$ cat config.mk
export PLATFORM = sky130hd
export DESIGN_NAME = bus_decode
export DESIGN_NICKNAME = d
export VERILOG_FILES = /design/src/design/soc_pkg.sv /design/src/design/bus_decode.sv
export VERILOG_INCLUDE_DIRS = /design/src /design/src/design
export SDC_FILE = /design/constraint.sdc
export NUM_CORES = 1
export LEC_CHECK = 0
export BUFFER_PORTS_ARGS = -buffer_cell sky130_fd_sc_hd__buf_2
export CAP_MARGIN = 30
export CORE_AREA = 2 2 39 41
export CTS_BUF_LIST = sky130_fd_sc_hd__clkbuf_16
export DETAILED_ROUTE_END_ITERATION = 8
export DIE_AREA = 0 0 41 43
export PLACE_DENSITY_LB_ADDON = 0.08
export SYNTH_ARGS = -nofsm -noshare
export SYNTH_HDL_FRONTEND = slang
export SYNTH_SLANG_ARGS = --single-unit
$ cat constraint.sdc
create_clock -name pll_clk -period 1.64 [get_ports pll_clk]
set_input_delay 0.082 -clock pll_clk [delete_from_list [all_inputs] [get_ports pll_clk]]
set_output_delay 0.082 -clock pll_clk [all_outputs]
set_load 0.01 [all_outputs]
$ cat src/design/soc_defines.svh
`ifndef SOC_DEFINES_SVH
`define SOC_DEFINES_SVH

// --------------------------------------------------
// Bus widths
// --------------------------------------------------

// Width of one bus word.
`define SOC_DATA_W 32

// --------------------------------------------------
// Memory map
// --------------------------------------------------

// Word address bits of the RAM, 2^14 words cover 64 KiB.
`define SOC_RAM_AW 14

// Upper half of the address for the RAM region.
`define SOC_RAM_REGION_HI 16'h0000

// LED register, the low two address bits are ignored.
`define SOC_LED_ADDR 32'h0001_0000

// --------------------------------------------------
// UART
// --------------------------------------------------

// Clock cycles per serial bit, kept short for simulation.
`define SOC_CLKS_PER_BIT 16

`endif

$ cat src/design/soc_pkg.sv
`include "soc_defines.svh"

package soc_pkg;

    // --------------------------------------------------
    // Data types
    // --------------------------------------------------

    // One bus data word.
    typedef logic [`SOC_DATA_W-1:0] bus_word_t;

    // LED register and UART payload.
    typedef logic [7:0] byte_t;

    // --------------------------------------------------
    // Bus access
    // --------------------------------------------------

    // One word access from the master.
    // An all-zero mask is a read.
    typedef struct packed {
        logic [31:0]              addr;
        bus_word_t                wdata;
        logic [`SOC_DATA_W/8-1:0] wmask;
    } bus_req_t;

    // Decoded target of an access.
    // At most one flag is set, none for an unmapped address.
    typedef struct packed {
        logic ram;
        logic leds;
    } region_sel_t;

endpackage

$ cat src/design/bus_decode.sv
`timescale 1ns/100ps

`include "soc_defines.svh"

module bus_decode (
    input  logic                 pll_clk,
    input  logic                 rst,
    input  soc_pkg::bus_req_t    req,
    output soc_pkg::region_sel_t sel_now,
    output soc_pkg::region_sel_t sel_q
);
    import soc_pkg::*;

    localparam logic [31:0] LED_ADDR = `SOC_LED_ADDR;

    region_sel_t sel_d;

    // --------------------------------------------------
    // Address decode
    // --------------------------------------------------

    always_comb begin
        sel_d = '0;
        // RAM takes the whole low 64 KiB.
        sel_d.ram = (req.addr[31:16] == `SOC_RAM_REGION_HI);
        // LED register is a single word, byte offset ignored.
        sel_d.leds = (req.addr[31:2] == LED_ADDR[31:2]);
    end

    assign sel_now = sel_d;

    // --------------------------------------------------
    // Return cycle select
    // --------------------------------------------------

    // Read data arrives one cycle after the address,
    // so the select is kept for steering it.
    always_ff @(posedge pll_clk) begin
        if (rst) begin
            sel_q <= '0;
        end else begin
            sel_q <= sel_d;
        end
    end

endmodule

==> impl_metrics.json <==
{
  "crit_family": "simple AND/OR/NAND/NOR gates",
  "die_y_um": 43,
  "holdPathEnd": "sel_q[0]",
  "stdcell_count": 70,
  "finalSetupViolCount": 0,
  "post_cts_buffers": 0,
  "power_density_nw_per_um2": 1080,
  "path_max_fanout": 2,
  "ys_ff_latch": 2,
  "post-place-cells": 67,
  "finalMaxSlewViolations": 0,
  "yosys_warnings": 0,
  "reg_top3": "sel_q x2",
  "grt_pass1_vias": 238,
  "use_met2": 0.106,
  "worstPathBufferInverterCount": 2,
  "largest_register_ffs": 2,
  "critPathLaunchType": "input pin",
  "slowest_stage": "nor4b_1",
  "place_area_sq_um": 345,
  "insertedDiodeCount": 0,
  "fin_crit_ns": 1.04,
  "clk_pin_slew_ns": 0.03,
  "gp_congestion": 0.577,
  "worstPathArrival_ns": 0.96,
  "cts_tree": "done",
  "cp-end-kind": "primary output",
  "regMostFlops": "sel_q",
  "maxCapViolCount": 0,
  "whs_path_depth": 2,
  "hold_path.class": "input pin to flip-flop",
  "wl_um": 611,
  "port_buffers": 35,
  "coreArea_sq_um": 1380,
  "critPathKind": "input pin to primary output",
  "syn_inst": 16,
  "num_io_pins": 74,
  "route.detailed.drc": 0,
  "antenna_found_initial": 0,
  "hpwl_um": 558,
  "final_nets": 126,
  "cts_made_buffers": 3,
  "grt_overflow": 0,
  "cts-resized-gates": 0,
  "design_area_sq_um": 420,
  "worstMarginPinSlew_ns": 0.301,
  "synthToLayoutAreaGrowth_pct": 180,
  "fin_crit_sh": 0.637,
  "status": "finished clean",
  "finalWorstSetupSlack_ns": 0.596,
  "cts.sinks": 2,
  "path_cells": "buf_2 > nor4b_1 > nand4_1 > nor2_1 > buf_2",
  "wl_per_cell_um": 8.73,
  "detail_route.vias_per_cell": 4.11,
  "clk_path_buf_depth": 2,
  "ant_nets": 0,
  "ys_types": 9,
  "synth_area_sq_um": 150,
  "multi_input_area_sq_um": 110,
  "timing.hold.ws_ns": 0.0497,
  "utilization": 0.304,
  "totalPowerFinal_mw": 0.455,
  "hold_viol": 0,
  "fillers": 160,
  "cpMostUsedCell": "buf_2",
  "dr.pass1.iters": 2,
  "p_leak_nw": 0.217,
  "ys_seq_area_frac": 0.267,
  "drive_above_1_share": 0.796,
  "worstHoldStart": "rst",
  "die_w_um": 41,
  "seq_area_sq_um": 40.0,
  "setup_tns_ns": 0,
  "top_usage_layer": "met4",
  "grt_max_degree": 5,
  "grt_pass1_wl_um": 903,
  "cts_root_buf": "clkbuf_16",
  "vias": 288,
  "synth.avg_cell_area_sq_um": 9.38,
  "relSlewSlack": 0.797,
  "use_met3": 0.0471,
  "start_util": 0.108,
  "cts_htree_levels": 1,
  "max_freq_mhz": 957,
  "rows": 14,
  "drtIter0Drc": 2,
  "ctsHoldBuffers": 0,
  "grtUsageTotal": 0.0869,
  "pre_cts_ws_ns": 0.544,
  "die-area_sq_um": 1760,
  "vdd_drop_max_v": 0.000286,
  "worstPathRequired_ns": 1.56,
  "grt.met1_usage": 0.0823,
  "crit_path_max_incr_delay_ns": 0.33,
  "syn_nets": 86,
  "rsz0062_at_grt": "false"
}
[per-layer routing]
| layer | vias to the layer above | share of wire |
|---|---|---|
| met3 | 2 | 0.15 |
| met2 | 19 | 0.51 |
| met1 | 123 | 0.31 |
| li1 | 144 | - |
| met4 | 0 | 0.021 |
| met5 | - | 0 |
[cells by family after synthesis]
logic type / synth area share
flip-flops: 0.267
AND/OR/NAND/NOR: 0.733
[worst max path at each step]
stage,depth (start not counted),to,slack [ns],start
2_1_floorplan,3,sel_now[0],0.83,req[59]
3_3_place_gp,5,sel_now[0],0.58,req[39]
4_1_cts,5,sel_now[0],0.54,req[39]
3_5_place_dp,5,sel_now[0],0.54,req[39]
5_1_grt,5,sel_now[0],0.50,req[39]
6_report,5,sel_now[0],0.60,req[39]
[report_power, final]
part           switching (mW)  internal [mW]  total [mW]
combinational          0.0151         0.0294      0.0444
clock                  0.0521          0.310       0.362
sequential       0.0000000526         0.0491      0.0491
total                  0.0671          0.388       0.455
[placed cells by master (no fill, tap or decap), drive strengths merged]
master and instances:
buf 35, clkbuf 3, dfxtp 2, nand4 2
nor2 2, nor3 4, nor4 5, nor4b 1
[area by class of cell]
type | instances | area share
timing repair buffer | 35 | 0.417
tap | 16 | 0.0476
clock buffer | 3 | 0.179
multi-input combinational | 14 | 0.262
sequential | 2 | 0.0952
[cell usage after synthesis]
cell,instances,area share
nor3_1,3,0.10
nor4_1,2,0.083
nor3_2,1,0.067
nand4_1,1,0.042
nor4b_1,1,0.058
dfxtp_1,2,0.27
nor2_1,2,0.050
nor4_2,3,0.25
nand4_2,1,0.083
Note: power is estimated with default switching activity, not from simulation.
