File: src/design/soc_defines.svh
`ifndef SOC_DEFINES_SVH
`define SOC_DEFINES_SVH

// --------------------------------------------------
// Bus widths
// --------------------------------------------------

// Width of one bus word.
`define SOC_DATA_W 32

// --------------------------------------------------
// Memory map
// --------------------------------------------------

// Word address bits of the RAM, 2^14 words cover 64 KiB.
`define SOC_RAM_AW 14

// Upper half of the address for the RAM region.
`define SOC_RAM_REGION_HI 16'h0000

// LED register, the low two address bits are ignored.
`define SOC_LED_ADDR 32'h0001_0000

// --------------------------------------------------
// UART
// --------------------------------------------------

// Clock cycles per serial bit, kept short for simulation.
`define SOC_CLKS_PER_BIT 16

`endif

File: src/design/soc_pkg.sv
`include "soc_defines.svh"

package soc_pkg;

    // --------------------------------------------------
    // Data types
    // --------------------------------------------------

    // One bus data word.
    typedef logic [`SOC_DATA_W-1:0] bus_word_t;

    // LED register and UART payload.
    typedef logic [7:0] byte_t;

    // --------------------------------------------------
    // Bus access
    // --------------------------------------------------

    // One word access from the master.
    // An all-zero mask is a read.
    typedef struct packed {
        logic [31:0]              addr;
        bus_word_t                wdata;
        logic [`SOC_DATA_W/8-1:0] wmask;
    } bus_req_t;

    // Decoded target of an access.
    // At most one flag is set, none for an unmapped address.
    typedef struct packed {
        logic ram;
        logic leds;
    } region_sel_t;

endpackage

File: src/design/bus_readback.sv
`timescale 1ns/100ps

module bus_readback (
    input  logic                 pll_clk,
    input  logic                 rst,
    input  soc_pkg::bus_req_t    req,
    input  logic                 led_sel,
    input  soc_pkg::region_sel_t sel_q,
    input  soc_pkg::bus_word_t   ram_rdata,
    output soc_pkg::bus_word_t   rdata,
    output soc_pkg::byte_t       leds
);
    import soc_pkg::*;

    byte_t led_q;
    byte_t led_rd_q;

    // --------------------------------------------------
    // LED register
    // --------------------------------------------------

    // Only byte lane 0 reaches the LEDs.
    // The read copy lines up with the RAM read register.
    always_ff @(posedge pll_clk) begin
        if (rst) begin
            led_q    <= '0;
            led_rd_q <= '0;
        end else begin
            if (led_sel && req.wmask[0]) begin
                led_q <= req.wdata[7:0];
            end
            led_rd_q <= led_q;
        end
    end

    assign leds = led_q;

    // --------------------------------------------------
    // Read word merge
    // --------------------------------------------------

    // Each source is masked by its registered select.
    // Unmapped reads fall out as zero.
    always_comb begin
        rdata = '0;
        if (sel_q.ram) begin
            rdata = rdata | ram_rdata;
        end
        if (sel_q.leds) begin
            rdata = rdata | bus_word_t'(led_rd_q);
        end
    end

endmodule

File: config.mk
export PLATFORM = sky130hd
export DESIGN_NAME = bus_readback
export DESIGN_NICKNAME = d
export VERILOG_FILES = /design/src/design/soc_pkg.sv /design/src/design/bus_readback.sv
export VERILOG_INCLUDE_DIRS = /design/src /design/src/design
export SDC_FILE = /design/constraint.sdc
export NUM_CORES = 1
export LEC_CHECK = 0
export ABC_AREA = 1
export ABC_CLOCK_PERIOD_IN_PS = 800
export BUFFER_PORTS_ARGS = -buffer_cell sky130_fd_sc_hd__buf_2
export CAP_MARGIN = 20
export CORE_ASPECT_RATIO = 1.75
export CORE_UTILIZATION = 26
export DETAILED_ROUTE_END_ITERATION = 12
export PLACE_DENSITY = 0.79
export SLEW_MARGIN = 20
export SYNTH_ARGS = -nofsm -noshare
export SYNTH_HDL_FRONTEND = slang
export SYNTH_SLANG_ARGS = --single-unit
File: constraint.sdc
create_clock -name pll_clk -period 0.8 [get_ports pll_clk]
set_input_delay 0.24 -clock pll_clk [delete_from_list [all_inputs] [get_ports pll_clk]]
set_output_delay 0.24 -clock pll_clk [all_outputs]
set_load 0.01 [all_outputs]
==> impl_metrics.json <==
{
  "outcome": "finished, violations left",
  "violations": "setup timing",
  "gp_congestion": 0.608,
  "synth-xor-area-share_pct": 0,
  "cts.sinks": 16,
  "rows": 26,
  "synth_flop_cell": "dfxtp_1",
  "crit_slowest_cell": "dfxtp_2",
  "synthTopCellsByCount": "nand2_1 (62), inv_1 (32), nor2_1 (24)",
  "yosys.cell_count.top_type": "nand2_1",
  "fin_ws_ns": -0.251,
  "slew_headroom_pct": 80.2,
  "vias_per_cell": 4.05,
  "yosysWarnings": 0,
  "cp_data_arrival_time_ns": 0.81,
  "vias": 1109,
  "synth-simple-area-share_pct": 41.6,
  "synthAdderAreaFrac_pct": 0,
  "grt_pass1_vias": 903,
  "drv_cap": 0,
  "min_period_ns": 1.05,
  "timing.final.crit_share_pct": 131,
  "start_util_pct": 27.8,
  "r2r-start": "leds[0]",
  "root_buffer": "clkbuf_8",
  "place_area_sq_um": 1290,
  "synth_mux_area_share_pct": 0,
  "wire_per_inst_um": 9.59,
  "whs_path_depth": 3,
  "cts_buffers": 3,
  "numPortBuffers": 85,
  "drcViolationCount": 0,
  "path_clk_slew_ns": 0.06,
  "drt_wl_total_um": 2630,
  "nNetsFinal": 338,
  "synth_top_cell_by_area": "dfxtp_1",
  "fp.dieH_um": 76.4,
  "leakagePower_nw": 1.09,
  "hold_start": "req[11]",
  "synth.ff_latch_count": 16,
  "track_usage_pct": 13.1,
  "path_cells": "nand2_2, nand2_1, buf_2",
  "cts_buffer_depth": 2,
  "layout.cells.non_filler": 274,
  "synthesis.area_sq_um": 822,
  "syn2layout_area_growth_pct": 103,
  "fillers": 278,
  "finalSetupViolCount": 40,
  "critPathKind": "reg2out",
  "synth_edf_count": 0,
  "cts_hold_buf": 0,
  "ant_nets": 0,
  "place_ws_ns": -0.233,
  "end_kind": "output pin",
  "synth_cells": 144,
  "dp_hpwl_um": 1780,
  "max_freq_ghz": 0.952,
  "dieArea_sq_um": 3400,
  "clock_insertion_delay_worst_skew_ns": 0.25,
  "critPathMaxStageDelay_ns": 0.32,
  "grt_pass1_wl_um": 3380,
  "cts_tree": "done",
  "overflow": 0,
  "antenna_found_initial": 0,
  "place_inst": 267,
  "yosysTopAreaCellShare_pct": 39.0,
  "slew_viol_final": 0,
  "hold_class": "in2reg",
  "antenna_cells": 0,
  "worstPathRequired_ns": 0.56,
  "synthArstFlopShare_pct": 0,
  "critPathMaxFanout": 1,
  "irDropWorstVdd_uv": 1240,
  "cp-start-kind": "flip-flop",
  "rsz0062_at_grt": "yes",
  "ys_seq_area_share_pct": 39.0,
  "core-area_sq_um": 2960,
  "pin_count": 145,
  "hold_viol_final": 0,
  "cts_max_level": 1,
  "synth-compound-area-share_pct": 0,
  "powerDensity_nw_per_um2": 1350,
  "tightest_slew_ns": 0.296,
  "grt_start_max_net_pins": 33,
  "first_pass_iters": 4,
  "skew_ns": 0.000982,
  "drive_above_1_share_pct": 61.6,
  "cp-startpoint": "led_rd_q[3]",
  "final_area_sq_um": 1670,
  "die_w_um": 44.5,
  "yosys-top-cells-area": "dfxtp_1 (39%), nand2_1 (28%), inv_1 (15%)",
  "synth.distinct_cells": 8,
  "drt-initial-drc-count": 14,
  "synth_top_family_by_area": "simple AND/OR/NAND/NOR gates",
  "postSynthAreaPerCell_sq_um": 5.71,
  "r2r_cells": 4,
  "synth.net_count": 249
}
## report_power, final
group | internal, W | switching, W | leakage [nW]
registers | 0.000849 | 0.0000223 | 0.136
clock network | 0.000437 | 0.000270 | 0.0288
logic | 0.000351 | 0.000326 | 0.923
total | 0.00164 | 0.000619 | 1.09
## worst paths after layout
kind                            slack (ns)          end
worst max-delay path                 -0.25     rdata[3]
worst max register to register        0.15      leds[0]
worst min-delay path                  0.21      leds[7]
worst min register to register        0.45  led_rd_q[4]
## metal layers
layer  vias up  GRT usage [%]  wire, um
met4         0           6.36        68
met5         -              0         0
met2        75           25.7      1390
li1        570              -         -
met1       455           10.6       874
met3         9           3.55       297
## cells in the final DEF, fill, tap and decap left out, drive strengths merged
master,netlist,routed
inv,33,33
clkbuf,0,6
buf,6,88
nor2,24,24
nand2,65,65
dfxtp,16,16
## state kept, by name (all words and copies together) (netlist names)
register  count
led_rd_q      8
leds          8
## kinds of logic after synthesis
family / Yosys count
simple gates: 89
buf+inv: 39
flops: 16
## area by class of cell
cell class / instances / area, sq um / area share, %
timing repair buffer: 90 / 652 / 39.1
multi-input combinational: 89 / 447 / 26.8
inverter: 33 / 124 / 7.43
clock buffer: 4 / 55.1 / 3.30
tap: 42 / 52.6 / 3.15
sequential: 16 / 337 / 20.2
## metrics by stage
step	setup TNS (ns)	hold slack (ns)	total power, W	utilization [%]
floorplan	0	0.375	0.00112	-
global placement	-6.33	0.428	0.00136	43.6
detailed placement	-6.65	0.434	0.00137	43.6
CTS	-6.65	0.206	0.00213	48.0
global route	-7.66	0.212	0.00238	56.3
finish	-6.54	0.208	0.00226	56.3
## repair_timing
item                                    CTS  global route
gates cloned                              0             3
setup buffers                             0             0
endpoints found under the setup margin   40            40
pin swaps                                 8            10
resized for setup                        21            57
## critical path: cells and delay by family, from the launching register on
kind | cells | cell delay, ns
and+or+nand+nor | 2 | 0.11
DFF | 1 | 0.32
buffers and inverters | 1 | 0.13
Note: power is estimated with default switching activity, not from simulation.
