**src/design/soc_defines.svh**
```systemverilog
`ifndef SOC_DEFINES_SVH
`define SOC_DEFINES_SVH

// --------------------------------------------------
// Bus widths
// --------------------------------------------------

// Width of one bus word.
`define SOC_DATA_W 32

// --------------------------------------------------
// Memory map
// --------------------------------------------------

// Word address bits of the RAM, 2^14 words cover 64 KiB.
`define SOC_RAM_AW 14

// Upper half of the address for the RAM region.
`define SOC_RAM_REGION_HI 16'h0000

// LED register, the low two address bits are ignored.
`define SOC_LED_ADDR 32'h0001_0000

// --------------------------------------------------
// UART
// --------------------------------------------------

// Clock cycles per serial bit, kept short for simulation.
`define SOC_CLKS_PER_BIT 16

`endif

```
**src/design/soc_pkg.sv**
```systemverilog
`include "soc_defines.svh"

package soc_pkg;

    // --------------------------------------------------
    // Data types
    // --------------------------------------------------

    // One bus data word.
    typedef logic [`SOC_DATA_W-1:0] bus_word_t;

    // LED register and UART payload.
    typedef logic [7:0] byte_t;

    // --------------------------------------------------
    // Bus access
    // --------------------------------------------------

    // One word access from the master.
    // An all-zero mask is a read.
    typedef struct packed {
        logic [31:0]              addr;
        bus_word_t                wdata;
        logic [`SOC_DATA_W/8-1:0] wmask;
    } bus_req_t;

    // Decoded target of an access.
    // At most one flag is set, none for an unmapped address.
    typedef struct packed {
        logic ram;
        logic leds;
    } region_sel_t;

endpackage

```
**src/design/uart_rx.sv**
```systemverilog
`timescale 1ns/100ps

`include "soc_defines.svh"

module uart_rx (
    input  logic           pll_clk,
    input  logic           rst,
    input  logic           rx,
    output soc_pkg::byte_t rx_byte,
    output logic           rx_received
);
    import soc_pkg::*;

    localparam int CLKS  = `SOC_CLKS_PER_BIT;
    localparam int CNT_W = $clog2(CLKS);

    localparam logic [CNT_W-1:0] HALF_M1 = CNT_W'(CLKS / 2 - 1);
    localparam logic [CNT_W-1:0] FULL_M1 = CNT_W'(CLKS - 1);

    typedef enum logic [1:0] {
        RX_IDLE,
        RX_START,
        RX_DATA,
        RX_STOP
    } rx_state_t;

    rx_state_t        state;
    logic [CNT_W-1:0] cnt;
    logic [2:0]       bit_idx;
    logic             rx_meta;
    logic             rx_sync;
    logic             rx_prev;
    byte_t            shift;

    // --------------------------------------------------
    // Input synchronizer
    // --------------------------------------------------

    // Idle line is high, so reset to one.
    always_ff @(posedge pll_clk) begin
        if (rst) begin
            rx_meta <= 1'b1;
            rx_sync <= 1'b1;
            rx_prev <= 1'b1;
        end else begin
            rx_meta <= rx;
            rx_sync <= rx_meta;
            rx_prev <= rx_sync;
        end
    end

    // --------------------------------------------------
    // Frame FSM
    // --------------------------------------------------

    always_ff @(posedge pll_clk) begin
        if (rst) begin
            state       <= RX_IDLE;
            cnt         <= '0;
            bit_idx     <= '0;
            rx_received <= 1'b0;
        end else begin
            rx_received <= 1'b0;
            case (state)
                RX_IDLE: begin
                    cnt <= '0;
                    if (rx_prev && !rx_sync) begin
                        state <= RX_START;
                    end
                end
                RX_START: begin
                    // Recheck at mid start bit, a glitch goes back to idle.
                    if (cnt == HALF_M1) begin
                        cnt     <= '0;
                        bit_idx <= '0;
                        state   <= rx_sync ? RX_IDLE : RX_DATA;
                    end else begin
                        cnt <= cnt + 1'b1;
                    end
                end
                RX_DATA: begin
                    if (cnt == FULL_M1) begin
                        cnt <= '0;
                        if (bit_idx == 3'd7) begin
                            state <= RX_STOP;
                        end
                        bit_idx <= bit_idx + 1'b1;
                    end else begin
                        cnt <= cnt + 1'b1;
                    end
                end
                RX_STOP: begin
                    // Strobe only on a high stop bit.
                    if (cnt == FULL_M1) begin
                        cnt         <= '0;
                        rx_received <= rx_sync;
                        state       <= RX_IDLE;
                    end else begin
                        cnt <= cnt + 1'b1;
                    end
                end
                default: state <= RX_IDLE;
            endcase
        end
    end

    // --------------------------------------------------
    // Data shift register
    // --------------------------------------------------

    // LSB arrives first, shift in from the top.
    always_ff @(posedge pll_clk) begin
        if (state == RX_DATA && cnt == FULL_M1) begin
            shift <= {rx_sync, shift[7:1]};
        end
    end

    assign rx_byte = shift;

endmodule

```
**config.mk**
```make
export PLATFORM = sky130hd
export DESIGN_NAME = uart_rx
export DESIGN_NICKNAME = d
export VERILOG_FILES = /design/src/design/soc_pkg.sv /design/src/design/uart_rx.sv
export VERILOG_INCLUDE_DIRS = /design/src /design/src/design
export SDC_FILE = /design/constraint.sdc
export NUM_CORES = 1
export LEC_CHECK = 0
export ABC_AREA = 1
export ABC_CLOCK_PERIOD_IN_PS = 1890
export BUFFER_PORTS_ARGS = -buffer_cell sky130_fd_sc_hd__buf_2
export CAP_MARGIN = 20
export CELL_PAD_IN_SITES_DETAIL_PLACEMENT = 1
export CELL_PAD_IN_SITES_GLOBAL_PLACEMENT = 1
export CORE_MARGIN = 4
export CORE_UTILIZATION = 41
export DETAILED_ROUTE_END_ITERATION = 16
export MAX_ROUTING_LAYER = met4
export PLACE_DENSITY_LB_ADDON = 0.1
export SLEW_MARGIN = 20
export SYNTH_ARGS = -nofsm -noshare
export SYNTH_HDL_FRONTEND = slang
export SYNTH_SLANG_ARGS = --single-unit
```
**constraint.sdc**
```tcl
create_clock -name pll_clk -period 1.89 [get_ports pll_clk]
set_clock_uncertainty 0.1 [all_clocks]
set_input_delay 0.567 -clock pll_clk [delete_from_list [all_inputs] [get_ports pll_clk]]
set_output_delay 0.567 -clock pll_clk [all_outputs]
set_load 0.1 [all_outputs]
```
==> flow_summary.yaml, run 1 <==
routing:
  drt_pass1_iterations: 2
  avgViaCountPerCell: 4.75
  wl_per_cell_um: 11.8
  antenna_left: 0
  drtIter0Drc: 1
  drcViolationCount: 0
  totalWireLength_um: 1380
  dr_total_vias: 556
clock_network:
  cts_root_buf: "clkbuf_4"
  post_cts_buffers: 0
  clock_latency_ns: 0.30
  cts_resized: 0
  cts_tree: "yes"
  cts_max_path_buffers: 2
  cts_inserted_buffers: 3
  htree_num_levels: 1
  clock_sinks: 21
  clk_pin_slew_ns: 0.11
  cts_hold_buffers: 0
worst_hold_path:
  hold_depth: 1
  min-delay-start: "rx_meta"
  holdPathEnd: "rx_sync"
  hold_class: "reg -> reg"
layout:
  seqCellArea_um2: 500
  nets: 99
  syn2layout_area_growth_pct: 12.9
  final_cells: 117
  multiInputGateArea_um2: 264
  final_common_cell: "dfxtp_1"
  antenna_cells: 0
  drive_gt1_frac: 0.261
  final_cell_mix: "dfxtp_1, buf_2, nand2_1, nand3_1, edfxtp_1"
  fillers: 224
synthesis:
  ys_seq_area_frac: 0.616
  synth_seq_cells: 21
  yosysTopAreaCell: "dfxtp_1"
  synth_top_area_frac: 0.320
  synthesis.area_um2: 812
  syn_inst: 78
  netlist_top_cells_area: "dfxtp_1, edfxtp_1, nand3_1"
  avgSynthCellArea_um2: 10.4
  yosysWarnings: 0
  yosysUniqueCellTypes: 23
  syn_nets: 84
timing:
  drv_slew: 0
  fmax_ghz: 0.569
  worstMarginPinSlew_ns: 0.492
  rsz0062_at_grt: "no"
  final.setup.tns_ns: 0
  slew_headroom: 0.674
  setup_viol: 0
  fin_ws_ns: 0.133
  min_period_ns: 1.76
  finalHoldViolations: 0
  period_share: 0.930
global_route:
  grt_max_degree: 12
  grtUsageTotal: 0.129
  grt_pass1_wl_um: 2440
  antenna_found_initial: 0
  grt.overflow.total: 0
  grt_pass1_vias: 553
worst_setup_path:
  crit_fanout: 2
  cp_top_family: "buffers and inverters"
  cpPeakStageDelay_ns: 0.43
  r2r_end: "rx_byte[3]"
  cp.depth: 1
  criticalPathCategory: "reg -> out"
  endpoint_kind: "primary output"
  startpoint_type: "flip-flop"
  r2r-start: "cnt[0]"
  cp_slowest_cell: "buf_2"
  crit_arrival_ns: 1.09
  crit_buf_inv: 1
  path_cells: "buf_2"
  reg2regPathDepth: 5
  rrSetupSlack_ns: 0.34
  crit_required_ns: 1.22
place:
  pre_cts_ws_ns: 0.338
  port_buffers: 11
  place_hpwl_um: 1080
  gp_congestion: 0.723
  place_inst: 113
pwr:
  vdd_drop_max_v: 0.000420
  p_per_area_mw_per_mm2: 866
  power.leakage_nw: 0.388
floorplan:
  fp.dieH_um: 52.5
  die_w_um: 52.5
  start_util: 0.451
  core_mm2: 0.00180
  fp-row-count: 15
  pin_count: 12
  dieArea_mm2: 0.00276
run_status:
  status: "finished clean"
job:
  timing.max_cap.violations: 0
[state kept, by name, indices dropped and copies added (netlist names), named ones only]
signal,count
rx_received,1
rx_prev,1
rx_meta,1
state,1
cnt,4
rx_sync,1
bit_idx,3
rx_byte,8
[cells in the mapped netlist (all sizes together)]
master	number
xor2	1
nand2	12
o21ai	2
edfxtp	8
buf	1
or2	2
nand3	9
dfxtp	13
nor3	1
nor3b	1
inv	8
nand4	3
a31oi	1
ha	3
nor2	8
a21oi	4
clkbuf	1
[cells by family (layout without fill, tap and decap cells)]
kind of cell,count (synthesis),count (layout),share of synthesized area
compound gates,7,7,0.0447
xor+xnor,1,1,0.0108
fa+ha+maj,3,3,0.0462
buf+inv,10,24,0.0586
flops,21,21,0.616
simple gates,36,36,0.223
[metrics by stage]
step                      hold slack [ns]   util  total power, W  cell area, um^2
final                               0.320  0.509        0.000794              917
after global routing                0.334  0.509        0.000855              917
after CTS                           0.324  0.509        0.000809              917
after detailed placement            0.297  0.494        0.000600              891
after global placement              0.295  0.494        0.000598              891
after floorplan                     0.289      -        0.000581              812
[worst max path at each step]
stage | start | slack, ns | to
3_3_place_gp | cnt[0] | 0.40 | rx_byte[0]
6_report | rx_byte[1] | 0.13 | rx_byte[1]
4_1_cts | rx_byte[1] | 0.11 | rx_byte[1]
3_5_place_dp | cnt[0] | 0.34 | rx_byte[0]
2_1_floorplan | rx_byte[1] | 0.31 | rx_byte[1]
5_1_grt | rx_byte[4] | 0.07 | rx_byte[4]
[final cells by class]
type,count,area share
clock buffers,4,0.0286
multi-input cells,47,0.288
repair buffers,12,0.0682
inverters,8,0.0355
well taps,25,0.0341
flip-flops and latches,21,0.546
[per-layer routing]
| metal | global-route usage | share of wire |
|---|---|---|
| met1 | 0.145 | 0.48 |
| met2 | 0.196 | 0.45 |
| met3 | 0.0456 | 0.045 |
| met4 | 0.0766 | 0.026 |
| met5 | - | 0 |
[where the power goes]
group,internal [W],leakage [nW],switching [W],total (W)
Combinational,0.0000330,0.196,0.0000629,0.0000959
Clock,0.0000822,0.0150,0.000124,0.000207
Sequential,0.000480,0.177,0.0000120,0.000492
Total,0.000595,0.388,0.000199,0.000794
No activity file was read; power rests on OpenSTA's default activity.
==> run 2: changes to the inputs <==
--- a/config.mk
+++ b/config.mk
@@ -14,9 +14,11 @@
 export CELL_PAD_IN_SITES_GLOBAL_PLACEMENT = 1
 export CORE_MARGIN = 4
 export CORE_UTILIZATION = 41
+export CTS_CLUSTER_SIZE = 14
 export DETAILED_ROUTE_END_ITERATION = 16
 export MAX_ROUTING_LAYER = met4
 export PLACE_DENSITY_LB_ADDON = 0.1
+export RECOVER_POWER = 25
 export SLEW_MARGIN = 20
 export SYNTH_ARGS = -nofsm -noshare
 export SYNTH_HDL_FRONTEND = slang
==> run 2 against run 1 <==
Sequential power hardly changed. Global-route usage stayed put. Count of clock-buffer cells in the layout stayed put.
==> flow_summary.yaml, run 2 (synthesis results as in run 1) <==
layout:
  largest_reg_flops: 8
  fillers: 225
  seqCellArea_um2: 500
  final_common_cell: "dfxtp_1"
  nets: 99
  final_cell_mix: "dfxtp_1, nand2_1, buf_2, nand3_1, edfxtp_1"
  antenna_cells: 0
  syn2layout_area_growth_pct: 12.8
  multiInputGateArea_um2: 264
  drive_gt1_frac: 0.250
floorplan:
  pin_count: 12
  start_util: 0.451
  die_w_um: 52.5
  fp.dieH_um: 52.5
  core_mm2: 0.00180
  dieArea_mm2: 0.00276
  fp-row-count: 15
worst_setup_path:
  cpPeakStageDelay_ns: 0.43
  cp_top_family: "buffers and inverters"
  cp.depth: 1
  crit_required_ns: 1.22
  reg2regPathDepth: 5
  r2r-start: "cnt[0]"
  path_cells: "buf_2"
  crit_fanout: 2
  crit_arrival_ns: 1.09
  cp_slowest_cell: "buf_2"
  criticalPathCategory: "reg -> out"
  critPathLaunch: "rx_byte[1]"
  endpoint_kind: "primary output"
  rrSetupSlack_ns: 0.34
  r2r_end: "rx_byte[3]"
  crit_buf_inv: 1
  startpoint_type: "flip-flop"
global_route:
  grt.overflow.total: 0
  grt_max_degree: 12
  grt_pass1_wl_um: 2440
  antenna_found_initial: 0
  grtUsageTotal: 0.129
  grt_pass1_vias: 553
place:
  place_hpwl_um: 1080
  gp_congestion: 0.723
  pre_cts_ws_ns: 0.338
  port_buffers: 11
worst_hold_path:
  hold_class: "reg -> reg"
  min-delay-start: "rx_meta"
  hold_depth: 1
  holdPathEnd: "rx_sync"
clock_network:
  clock_latency_ns: 0.30
  clk_pin_slew_ns: 0.11
  htree_num_levels: 1
  cts_hold_buffers: 0
  cts_max_path_buffers: 2
  cts_root_buf: "clkbuf_4"
  cts_tree: "yes"
  clock_sinks: 21
  post_cts_buffers: 0
  cts_inserted_buffers: 3
  cts_resized: 0
timing:
  fmax_ghz: 0.569
  slew_headroom: 0.674
  rsz0062_at_grt: "no"
  worstMarginPinSlew_ns: 0.492
  fin_ws_ns: 0.133
  final.setup.tns_ns: 0
  setup_viol: 0
  drv_slew: 0
  min_period_ns: 1.76
  finalHoldViolations: 0
  period_share: 0.930
routing:
  avgViaCountPerCell: 4.75
  drcViolationCount: 0
  antenna_left: 0
  wl_per_cell_um: 11.8
  totalWireLength_um: 1380
  drtIter0Drc: 1
  dr_total_vias: 556
  drt_pass1_iterations: 2
pwr:
  comb_power_share: 0.120
  swShare: 0.251
  pwr-share-seq: 0.619
  p_per_area_mw_per_mm2: 867
  vdd_drop_max_v: 0.000420
  net-switching-power_w: 0.000199
  p_clk_frac: 0.260
  intPower_w: 0.000594
  power.leakage_nw: 0.385
run_status:
  status: "finished clean"
job:
  timing.max_cap.violations: 0
==> run 2: cell types whose count changed in the layout (fill, tap and decap cells not counted) <==
cell	delta
buf_2	-1
clkbuf_1	+1
==> run 2: power groups by stage <==
stage	Sequential [W]	Combinational (W)	Clock (W)
3_5_place_dp	0.000502	0.0000975	0
4_1_cts	0.000492	0.0000984	0.000219
2_1_floorplan	0.000499	0.0000816	0
3_3_place_gp	0.000502	0.0000962	0
5_1_grt	0.000494	0.000113	0.000247
6_report	0.000492	0.0000956	0.000207
==> run 2: routing by layer <==
metal | part of all wire | wire length [um] | track usage
met4 | 0.026 | 36 | 0.0766
met2 | 0.45 | 621 | 0.196
met3 | 0.046 | 63 | 0.0456
met5 | 0 | 0 | -
met1 | 0.48 | 657 | 0.145
==> run 2: worst max-delay path by stage <==
stage                             to
after CTS                 rx_byte[1]
after global placement    rx_byte[0]
final                     rx_byte[1]
after detailed placement  rx_byte[0]
after floorplan           rx_byte[1]
after global routing      rx_byte[4]
==> run 2: area by class of cell <==
cell class,count,share of cell area
Sequential cell,21,0.546
Multi-Input combinational cell,47,0.288
Timing Repair Buffer,12,0.0669
Inverter,8,0.0355
Tap cell,25,0.0342
Clock buffer,4,0.0287
==> run 2: stage by stage <==
| step | power, W | hold WS, ns | cells | utilization | instance area, um^2 |
|---|---|---|---|---|---|
| after floorplan | 0.000581 | 0.289 | 78 | - | 812 |
| after global placement | 0.000598 | 0.295 | 113 | 0.494 | 891 |
| after detailed placement | 0.000600 | 0.297 | 113 | 0.494 | 891 |
| after CTS | 0.000809 | 0.324 | 117 | 0.509 | 917 |
| after global routing | 0.000854 | 0.334 | 117 | 0.508 | 916 |
| final | 0.000794 | 0.320 | 117 | 0.508 | 916 |
