**src/design/soc_defines.svh**
```systemverilog
`ifndef SOC_DEFINES_SVH
`define SOC_DEFINES_SVH

// --------------------------------------------------
// Bus widths
// --------------------------------------------------

// Width of one bus word.
`define SOC_DATA_W 32

// --------------------------------------------------
// Memory map
// --------------------------------------------------

// Word address bits of the RAM, 2^14 words cover 64 KiB.
`define SOC_RAM_AW 14

// Upper half of the address for the RAM region.
`define SOC_RAM_REGION_HI 16'h0000

// LED register, the low two address bits are ignored.
`define SOC_LED_ADDR 32'h0001_0000

// --------------------------------------------------
// UART
// --------------------------------------------------

// Clock cycles per serial bit, kept short for simulation.
`define SOC_CLKS_PER_BIT 16

`endif

```
**src/design/soc_pkg.sv**
```systemverilog
`include "soc_defines.svh"

package soc_pkg;

    // --------------------------------------------------
    // Data types
    // --------------------------------------------------

    // One bus data word.
    typedef logic [`SOC_DATA_W-1:0] bus_word_t;

    // LED register and UART payload.
    typedef logic [7:0] byte_t;

    // --------------------------------------------------
    // Bus access
    // --------------------------------------------------

    // One word access from the master.
    // An all-zero mask is a read.
    typedef struct packed {
        logic [31:0]              addr;
        bus_word_t                wdata;
        logic [`SOC_DATA_W/8-1:0] wmask;
    } bus_req_t;

    // Decoded target of an access.
    // At most one flag is set, none for an unmapped address.
    typedef struct packed {
        logic ram;
        logic leds;
    } region_sel_t;

endpackage

```
**src/design/uart_tx.sv**
```systemverilog
`timescale 1ns/100ps

`include "soc_defines.svh"

module uart_tx (
    input  logic           pll_clk,
    input  logic           rst,
    input  logic           tx_start,
    input  soc_pkg::byte_t tx_byte,
    output logic           tx,
    output logic           tx_ready
);
    localparam int CLKS    = `SOC_CLKS_PER_BIT;
    localparam int CNT_W   = $clog2(CLKS);
    localparam int FRAME_W = $bits(tx_byte) + 2;

    localparam logic [CNT_W-1:0] FULL_M1  = CNT_W'(CLKS - 1);
    localparam logic [3:0]       LAST_BIT = 4'(FRAME_W - 1);

    logic               busy;
    logic [CNT_W-1:0]   cnt;
    logic [3:0]         bit_cnt;
    logic [FRAME_W-1:0] frame;

    // --------------------------------------------------
    // Frame shifter
    // --------------------------------------------------

    // Stop bit on top, start bit at the bottom.
    // Ones shift in behind the frame, so the line rests high.
    always_ff @(posedge pll_clk) begin
        if (rst) begin
            busy    <= 1'b0;
            cnt     <= '0;
            bit_cnt <= '0;
            frame   <= '1;
        end else if (!busy) begin
            if (tx_start) begin
                busy    <= 1'b1;
                cnt     <= '0;
                bit_cnt <= '0;
                frame   <= {1'b1, tx_byte, 1'b0};
            end
        end else if (cnt == FULL_M1) begin
            cnt   <= '0;
            frame <= {1'b1, frame[FRAME_W-1:1]};
            if (bit_cnt == LAST_BIT) begin
                busy <= 1'b0;
            end else begin
                bit_cnt <= bit_cnt + 1'b1;
            end
        end else begin
            cnt <= cnt + 1'b1;
        end
    end

    // --------------------------------------------------
    // Outputs
    // --------------------------------------------------

    assign tx       = frame[0];
    assign tx_ready = !busy;

endmodule

```
**config.mk**
```make
export PLATFORM = sky130hd
export DESIGN_NAME = uart_tx
export DESIGN_NICKNAME = d
export VERILOG_FILES = /design/src/design/soc_pkg.sv /design/src/design/uart_tx.sv
export VERILOG_INCLUDE_DIRS = /design/src /design/src/design
export SDC_FILE = /design/constraint.sdc
export NUM_CORES = 1
export LEC_CHECK = 0
export ABC_AREA = 0
export BUFFER_PORTS_ARGS = -buffer_cell sky130_fd_sc_hd__buf_2
export CAP_MARGIN = 20
export CORE_ASPECT_RATIO = 0.5
export CORE_MARGIN = 2
export CORE_UTILIZATION = 35
export CTS_CLUSTER_DIAMETER = 50
export DETAILED_ROUTE_END_ITERATION = 12
export GPL_ROUTABILITY_DRIVEN = 0
export HOLD_SLACK_MARGIN = 0.03
export PLACE_DENSITY = 0.6
export SLEW_MARGIN = 10
export SYNTH_ARGS = -nofsm -noshare
export SYNTH_HDL_FRONTEND = slang
export SYNTH_SLANG_ARGS = --single-unit
```
**constraint.sdc**
```tcl
create_clock -name pll_clk -period 1.8 [get_ports pll_clk]
set_input_delay 0.36 -clock pll_clk [delete_from_list [all_inputs] [get_ports pll_clk]]
set_output_delay 0.36 -clock pll_clk [all_outputs]
set_load 0.05 [all_outputs]
```
==> results_dict.tcl, run 1 <==
set metrics [dict create \
    via_per_inst 5.23 \
    placementRows 13 \
    reg2reg_from "cnt[0]" \
    drt-total-wl_um 1970 \
    slew_headroom_pct 69.3 \
    ys_warn_count 0 \
    clock_skew_ns 0.00497 \
    drive_above_1_share_pct 18.3 \
    drtIter0Drc 31 \
    antenna_cells 0 \
    tritoncts "done" \
    mostFrequentLayoutCells "dfxtp_1, buf_2, a21oi_1" \
    cts_buffers 3 \
    antenna_found_initial 0 \
    syn_nets 119 \
    hp-class "in -> reg" \
    vias 795 \
    nets 131 \
    grt.total_usage_pct 13.5 \
    rr_worst_depth 5 \
    r2r_slack_ns 0.14 \
    clock-sinks 18 \
    start_kind "flip-flop" \
    ant_nets 0 \
    syn_area_per_cell_um2 9.37 \
    syn_to_final_growth_pct 8.14 \
    timing.fmax_ghz 0.604 \
    io_pins 13 \
    cts_setup_buffers 0 \
    period_share_pct 92.0 \
    grt_pass1_vias 774 \
    synth_area_um2 983 \
    die-height_um 41.5 \
    worstHoldEndpoint "frame[8]" \
    h-tree-depth 1 \
    floorplan.initialDensity_pct 37.3 \
    final_hold_viol_count 0 \
    p_leak_nw 0.415 \
    synth_seq_area_share_pct 36.6 \
    holdPathStages 3 \
    worst_ep_required_time_ns 1.94 \
    yosysUniqueCellTypes 34 \
    ir_drop_mv 0.337 \
    critPathCaptureType "flip-flop" \
    fin_ws_ns 0.145 \
    die_x_um 79.0 \
    path_delay_family "flip-flops" \
    drc 0 \
    clk_path_buf_depth 2 \
    status "finished, final reports clean" \
    placed_area_mm2 0.00102 \
    coreArea_mm2 0.00264 \
    timing.max_cap.violations 0 \
    first_pass_iters 4 \
    power_density_mw_per_mm2 768 \
    syn_inst 105 \
    numPortBuffers 12 \
    grt_pass1_wl_um 3510 \
    utilization_pct 40.4 \
    layout_commonest_cell "dfxtp_1" \
    path_buf_inv 1 \
    crit_slowest_cell "dfxtp_1" \
    hold_start "tx_byte[7]" \
    dp_hpwl_um 1390 \
    fin_setup_tns_ns 0 \
    ys_ff_latch 18 \
    total_power_uw 817 \
    clk_latency_ns 0.25 \
    crit_chain "ha_1, nand4_4, buf_4, and3_1, a211o_1" \
    period_minus_slack_ns 1.66 \
    die_area_mm2 0.00328 \
    drv_slew 0 \
    grt_max_degree 19 \
    post_cts_resized 0 \
    cpPeakStageDelay_ns 0.39 \
    routedWlPerCell_um 13.0 \
    critPathMaxFanout 9 \
    arrival_ns 1.79 \
    grt-ovfl-total 0 \
    final_cell_area_mm2 0.00106 \
    r2r-end "frame[0]" \
    cts.clk_slew.worst_paths_ns 0.07 \
    critical_path_class "reg -> reg" \
    rsz0062_at_grt "false" \
    setup_viol_count_final 0 \
    root_buffer "clkbuf_8" \
    tightestPinTransition_ns 0.460 \
    post-place-ws_ns 0.166 \
    postCtsHoldBufs 0 \
]
-- worst min-delay path, stage by stage --
cell,delay (ns)
buf_2,0.07
nand2_1,0.04
nand3_1,0.06
-- layout make-up --
type | count | area (um^2)
inverters | 4 | 15.0
fillers | 267 | 1570
clock buffers | 3 | 41.3
well taps | 37 | 46.3
multi-input cells | 74 | 510
repair buffers | 16 | 90.1
flip-flops and latches | 18 | 360
-- cells by family after synthesis --
| kind of cell | share of synthesized area [%] |
|---|---|
| adders and majority gates | 3.82 |
| AOI/OAI and AO/OA | 24.2 |
| and+or+nand+nor | 23.9 |
| DFF | 36.6 |
| buffers and inverters | 11.4 |
-- flip-flops by register name, indices dropped and copies added (netlist names) --
register / flops
frame: 9
bit_cnt: 4
cnt: 4
busy: 1
-- through the flow --
step | hold WS, ns | cells
3_5_place_dp | 0.449 | 149
3_3_place_gp | 0.431 | 149
4_1_cts | 0.318 | 152
2_1_floorplan | 0.417 | 105
6_report | 0.317 | 152
5_1_grt | 0.322 | 152
-- how the worst max path moves through the flow --
stage               startpoint    endpoint  depth (start not counted)
detailed placement      cnt[0]    frame[2]                          5
CTS                     cnt[0]  bit_cnt[2]                          4
finish                  cnt[0]    frame[0]                          5
global route            cnt[0]  bit_cnt[2]                          4
floorplan               cnt[0]  bit_cnt[2]                          4
global placement        cnt[0]  bit_cnt[2]                          4
-- Yosys cell counts --
| master | number | area [um^2] |
|---|---|---|
| nand2b_1 | 1 | 6.26 |
| a311o_1 | 1 | 10.0 |
| o21bai_1 | 7 | 52.6 |
| a31oi_1 | 2 | 12.5 |
| or3_1 | 2 | 12.5 |
| nor2_1 | 3 | 11.3 |
| and3b_1 | 1 | 8.76 |
| nand4_4 | 1 | 21.3 |
| clkbuf_1 | 1 | 3.75 |
| dfxtp_1 | 18 | 360 |
| nor3_1 | 7 | 35.0 |
| a221oi_1 | 7 | 61.3 |
| and4_1 | 1 | 8.76 |
| buf_12 | 1 | 20.0 |
| and4b_1 | 1 | 10.0 |
| a22oi_1 | 1 | 7.51 |
| and2_1 | 7 | 43.8 |
| and3_1 | 1 | 6.26 |
| buf_6 | 2 | 22.5 |
| a211oi_1 | 2 | 15.0 |
| or4_1 | 2 | 15.0 |
| nand3b_1 | 1 | 7.51 |
| inv_1 | 3 | 11.3 |
| a21oi_1 | 8 | 40.0 |
| nor2b_1 | 1 | 6.26 |
| nand2_1 | 4 | 15.0 |
| ha_1 | 3 | 37.5 |
| inv_2 | 1 | 3.75 |
| clkbuf_8 | 3 | 41.3 |
| o211ai_1 | 4 | 30.0 |
| buf_2 | 2 | 10.0 |
| nand3_1 | 4 | 20.0 |
| a211o_1 | 1 | 8.76 |
| nor3b_1 | 1 | 7.51 |
-- power breakdown --
group	leakage [nW]	switching [mW]	internal (mW)	total, mW
logic	0.246	0.0606	0.0464	0.107
registers	0.147	0.0127	0.416	0.429
clock network	0.0216	0.132	0.149	0.281
total	0.415	0.205	0.611	0.817
-- routing by layer --
layer  vias up  track usage [%]  routed length, um
li1        419                -                  -
met1       366             17.8                981
met2         8             22.0                929
met3         2             3.91                 47
met4         0             3.10                 12
met5         -                0                  0
No activity file was read; power rests on OpenSTA's default activity.
==> inputs of run 2 (changes only) <==
ABC_AREA = 1   (was 0)
==> run 2 against run 1 <==
  * Largest cell class unchanged
  * Largest power group unchanged
  * Total power up 11%
  * Flip-flop and latch count is the same
  * Register-to-register slack improved by 0.23 ns
  * Via count increased by 8.6%
==> results_dict.tcl, run 2 <==
set metrics [dict create \
    status "finished, final reports clean" \
    cts_setup_buffers 0 \
    rsz0062_at_grt "false" \
    dp_hpwl_um 1360 \
    first_pass_iters 4 \
    period_share_pct 85.4 \
    critPathMaxFanout 11 \
    utilization_pct 41.8 \
    period_minus_slack_ns 1.54 \
    path_buf_inv 2 \
    synth_common_cells "nand2_1, dfxtp_1, nand3_1" \
    syn_area_per_cell_um2 6.68 \
    synth_edf_count 0 \
    clock-sinks 18 \
    synth_seq_area_share_pct 38.0 \
    worst_ep_required_time_ns 1.44 \
    p_leak_nw 0.549 \
    via_per_inst 4.49 \
    synthFlopType "dfxtp_1" \
    crit_slowest_cell "dfxtp_1" \
    die_area_mm2 0.00317 \
    path_delay_family "buffers and inverters" \
    root_buffer "clkbuf_8" \
    setup_viol_count_final 0 \
    placementRows 13 \
    ant_nets 0 \
    r2r-end "bit_cnt[3]" \
    drive_above_1_share_pct 16.1 \
    drt-total-wl_um 1900 \
    drv_slew 0 \
    yosysMostFrequentCell "nand2_1" \
    nets 170 \
    syn_to_final_growth_pct 14.0 \
    synth_area_um2 948 \
    clk_latency_ns 0.26 \
    ys_warn_count 0 \
    tightestPinTransition_ns 0.438 \
    clock_skew_ns 0.00205 \
    crit_chain "inv_2, buf_2" \
    syn_nets 156 \
    async_flop_share_pct 0 \
    largest_reg_flops 9 \
    syn_inst 142 \
    reg2reg_from "cnt[0]" \
    yosys.area.top_type "dfxtp_1" \
    r2r_slack_ns 0.37 \
    layout_commonest_cell "nand2_1" \
    drc 0 \
    final_hold_viol_count 0 \
    h-tree-depth 1 \
    grt_pass1_wl_um 3240 \
    numPortBuffers 12 \
    drtIter0Drc 41 \
    critPathCaptureType "output port" \
    die-height_um 40.8 \
    coreArea_mm2 0.00259 \
    hp-class "in -> reg" \
    rr_worst_depth 6 \
    timing.max_cap.violations 0 \
    yosys.area.top_type_share_pct 38.0 \
    io_pins 13 \
    arrival_ns 1.18 \
    holdPathStages 2 \
    reg.largest.list "frame: 9 flops, bit_cnt: 4 flops, cnt: 4 flops" \
    grt.total_usage_pct 13.7 \
    post_cts_resized 0 \
    timing.fmax_ghz 0.650 \
    hold_start "rst" \
    top_register "frame" \
    synth_area_leaders "dfxtp_1, nand2_1, nand3_1" \
    cpPeakStageDelay_ns 0.39 \
    cts.clk_slew.worst_paths_ns 0.07 \
    antenna_found_initial 0 \
    grt_pass1_vias 729 \
    slew_headroom_pct 70.8 \
    power_density_mw_per_mm2 836 \
    routedWlPerCell_um 9.90 \
    yosysUniqueCellTypes 17 \
    tritoncts "done" \
    antenna_cells 0 \
    grt_max_degree 16 \
    ys_ff_latch 18 \
    start_kind "flip-flop" \
    die_x_um 77.6 \
    critical_path_class "reg -> out" \
    mostFrequentLayoutCells "nand2_1, nand3_1, dfxtp_1" \
    total_power_uw 904 \
    worstHoldEndpoint "bit_cnt[2]" \
    floorplan.initialDensity_pct 36.7 \
    grt-ovfl-total 0 \
    postCtsHoldBufs 0 \
    cts_buffers 3 \
    fin_setup_tns_ns 0 \
    clk_path_buf_depth 2 \
    ir_drop_mv 0.255 \
    vias 863 \
]
[run 2: worst register-to-register path: cells and delay by family, from the launching register on]
| kind | cells | cell delay (ns) |
|---|---|---|
| AO/OA/AOI/OAI | 1 | 0.29 |
| adder cells (fa/ha/maj) | 1 | 0.23 |
| flip-flops | 1 | 0.39 |
| AND/OR/NAND/NOR | 4 | 0.41 |
[run 2: cell type report]
class | count | area [um^2]
Inverter | 15 | 56.3
Fill cell | 279 | 1510
Timing Repair Buffer | 14 | 75.1
Tap cell | 37 | 46.3
Clock buffer | 4 | 55.1
Multi-Input combinational cell | 104 | 488
Sequential cell | 18 | 360
[run 2: worst max-delay path by stage]
| stage | slack (ns) | startpoint | cells past startpoint | to |
|---|---|---|---|---|
| final | 0.26 | busy | 2 | tx_ready |
| after global routing | 0.20 | cnt[0] | 7 | bit_cnt[1] |
| after CTS | 0.25 | busy | 2 | tx_ready |
| after detailed placement | 0.37 | cnt[0] | 6 | bit_cnt[3] |
| after global placement | 0.42 | cnt[0] | 6 | bit_cnt[3] |
| after floorplan | 0.59 | cnt[0] | 7 | bit_cnt[0] |
[run 2: per-layer routing]
metal / up-vias / track usage [%] / part of all wire (%)
met2: 12 / 23.3 / 43
met5: - / 0 / 0
li1: 472 / - / -
met3: 2 / 3.96 / 3.7
met1: 377 / 17.3 / 53
met4: 0 / 4.91 / 0.42
[run 2: power breakdown]
group          leakage (nW)  switching, mW  internal [mW]
Sequential            0.148         0.0176          0.423
Combinational         0.372         0.0805         0.0450
Clock                0.0288          0.143          0.195
[run 2: stage by stage]
| step | area [um^2] | setup WS [ns] | instances | hold WS (ns) |
|---|---|---|---|---|
| 6_report | 1080 | 0.262 | 192 | 0.320 |
| 5_1_grt | 1080 | 0.202 | 192 | 0.324 |
| 4_1_cts | 1080 | 0.253 | 192 | 0.324 |
| 3_5_place_dp | 1030 | 0.368 | 188 | 0.444 |
| 3_3_place_gp | 1030 | 0.424 | 188 | 0.440 |
| 2_1_floorplan | 948 | 0.591 | 142 | 0.422 |
[run 2: cell families (layout without fill, tap and decap cells)]
| group | Yosys count | count (layout) | synth area share [%] |
|---|---|---|---|
| adders and majority gates | 3 | 3 | 3.96 |
| AOI/OAI and AO/OA | 10 | 10 | 6.33 |
| DFF | 18 | 18 | 38.0 |
| buffers and inverters | 20 | 33 | 10.6 |
| and+or+nand+nor | 91 | 91 | 41.2 |
==> inputs of run 3 (changes only) <==
ABC_AREA = not set   (was 1)
GPL_TIMING_DRIVEN = 0   (was not set)
REMOVE_ABC_BUFFERS = 1   (was not set)
==> run 3 against run 2 <==
  * Critical path depth rose by 2
  * Total power shrank 5.0%
  * Via count is 6.1% lower
  * Largest power group unchanged
  * Fmax decreased by 9.5%
  * Highest routed layer unchanged
  * Cell count shrank 22%
  * First-iteration DRC count is 78% higher
  * Utilization down 1.9 points
==> results_dict.tcl, run 3 (synthesized netlist as in run 1, its figures left out) <==
set metrics [dict create \
    vias 810 \
    status "finished, final reports clean" \
    setup_viol_count_final 0 \
    grt_max_degree 23 \
    dp.cells 145 \
    postCtsHoldBufs 0 \
    io_pins 13 \
    drv_slew 0 \
    worst_ep_required_time_ns 1.99 \
    dp_hpwl_um 1240 \
    root_buffer "clkbuf_8" \
    largest_reg_flops 9 \
    nets 127 \
    die_area_mm2 0.00328 \
    drtIter0Drc 73 \
    critPathMaxFanout 16 \
    clock-sinks 18 \
    hp-class "in -> reg" \
    die_x_um 79.0 \
    start_kind "flip-flop" \
    cts_setup_buffers 0 \
    arrival_ns 1.89 \
    mostFrequentLayoutCells "dfxtp_1, buf_2, a21oi_1" \
    tightestPinTransition_ns 0.597 \
    tritoncts "done" \
    p_leak_nw 0.400 \
    clock_skew_ns 0.00604 \
    placementRows 13 \
    timing.max_cap.violations 0 \
    drc 0 \
    critical_path_class "reg -> reg" \
    clk_latency_ns 0.26 \
    final_hold_viol_count 0 \
    grt_pass1_wl_um 3260 \
    grt_pass1_vias 719 \
    cpPeakStageDelay_ns 0.56 \
    top_register "frame" \
    first_pass_iters 4 \
    period_minus_slack_ns 1.70 \
    crit_slowest_cell "or4_1" \
    drive_above_1_share_pct 17.9 \
    final_cells 149 \
    coreArea_mm2 0.00264 \
    period_share_pct 94.4 \
    antenna_cells 0 \
    clk_path_buf_depth 2 \
    timing.fmax_ghz 0.588 \
    cts_buffers 3 \
    via_per_inst 5.44 \
    h-tree-depth 1 \
    routedWlPerCell_um 12.9 \
    ir_drop_mv 0.280 \
    cts.clk_slew.worst_paths_ns 0.07 \
    grt-ovfl-total 0 \
    utilization_pct 39.9 \
    rsz0062_at_grt "false" \
    reg.largest.list "frame: 9 flops, bit_cnt: 4 flops, cnt: 4 flops" \
    slew_headroom_pct 60.1 \
    floorplan.initialDensity_pct 37.3 \
    grt.total_usage_pct 12.8 \
    syn_to_final_growth_pct 6.87 \
    antenna_found_initial 0 \
    die-height_um 41.5 \
    ant_nets 0 \
    layout_commonest_cell "dfxtp_1" \
    power_density_mw_per_mm2 817 \
    crit_chain "ha_2, nand4_4, or4_1, a31oi_1" \
    drt-total-wl_um 1920 \
    critPathCaptureType "flip-flop" \
    numPortBuffers 12 \
]
run 3: changes by cell type in the layout (fill, tap and decap cells not counted), moves of 3 or more:
cell / before / now
nor3_1: 0 / 7
a21oi_1: 4 / 8
a221oi_1: 0 / 7
o21bai_1: 0 / 7
nand2_1: 57 / 4
nand3_1: 18 / 4
and2_1: 0 / 7
inv_1: 13 / 3
o21ai_0: 3 / 0
o211ai_1: 1 / 4
nor2_1: 11 / 3
run 3: stage by stage:
stage	setup WS [ns]	TNS [ns]	hold slack, ns	total power [mW]	instance area [um^2]
6_report	0.101	0	0.322	0.858	1050
3_3_place_gp	-0.115	-0.157	0.433	0.536	992
3_5_place_dp	-0.126	-0.195	0.441	0.537	992
2_1_floorplan	0.160	0	0.417	0.503	886
4_1_cts	0.0468	0	0.321	0.870	1050
5_1_grt	0.0139	0	0.344	0.903	1050
run 3: worst max-delay path: cells and delay by family, from the launching register on:
kind,cells,cell delay (ns)
flip-flops,1,0.39
AND/OR/NAND/NOR,2,0.81
adder cells (fa/ha/maj),1,0.28
AO/OA/AOI/OAI,1,0.16
run 3: what timing repair did:
item,in CTS,in global routing
gates cloned,0,0
setup endpoints to repair,3,2
resized for setup,1,1
run 3: power by group:
part,internal (mW),switching (mW)
Combinational,0.0408,0.0537
Clock,0.194,0.135
Sequential,0.417,0.0180
run 3: area by class of cell:
type / instances / area (um^2)
Fill cell: 272 / 1580
Clock buffer: 4 / 55.1
Inverter: 4 / 15.0
Tap cell: 37 / 46.3
Sequential cell: 18 / 362
Timing Repair Buffer: 12 / 60.1
Multi-Input combinational cell: 74 / 513
run 3: routing by layer:
layer  up-vias  GRT usage (%)  routed length (um)
met4         0           4.83                  26
met2        17           19.2                 861
met5         -              0                   0
met3         4           5.43                 101
li1        408              -                   -
met1       381           16.4                 934
run 3: path summary, 6_finish.rpt:
kind / from / to / slack [ns] / depth (start not counted)
hold / removal: tx_byte[7] / frame[8] / 0.32 / 3
setup reg to reg: cnt[0] / bit_cnt[2] / 0.10 / 4
setup / recovery: cnt[0] / bit_cnt[2] / 0.10 / 4
hold reg to reg: frame[8] / frame[8] / 0.45 / 2
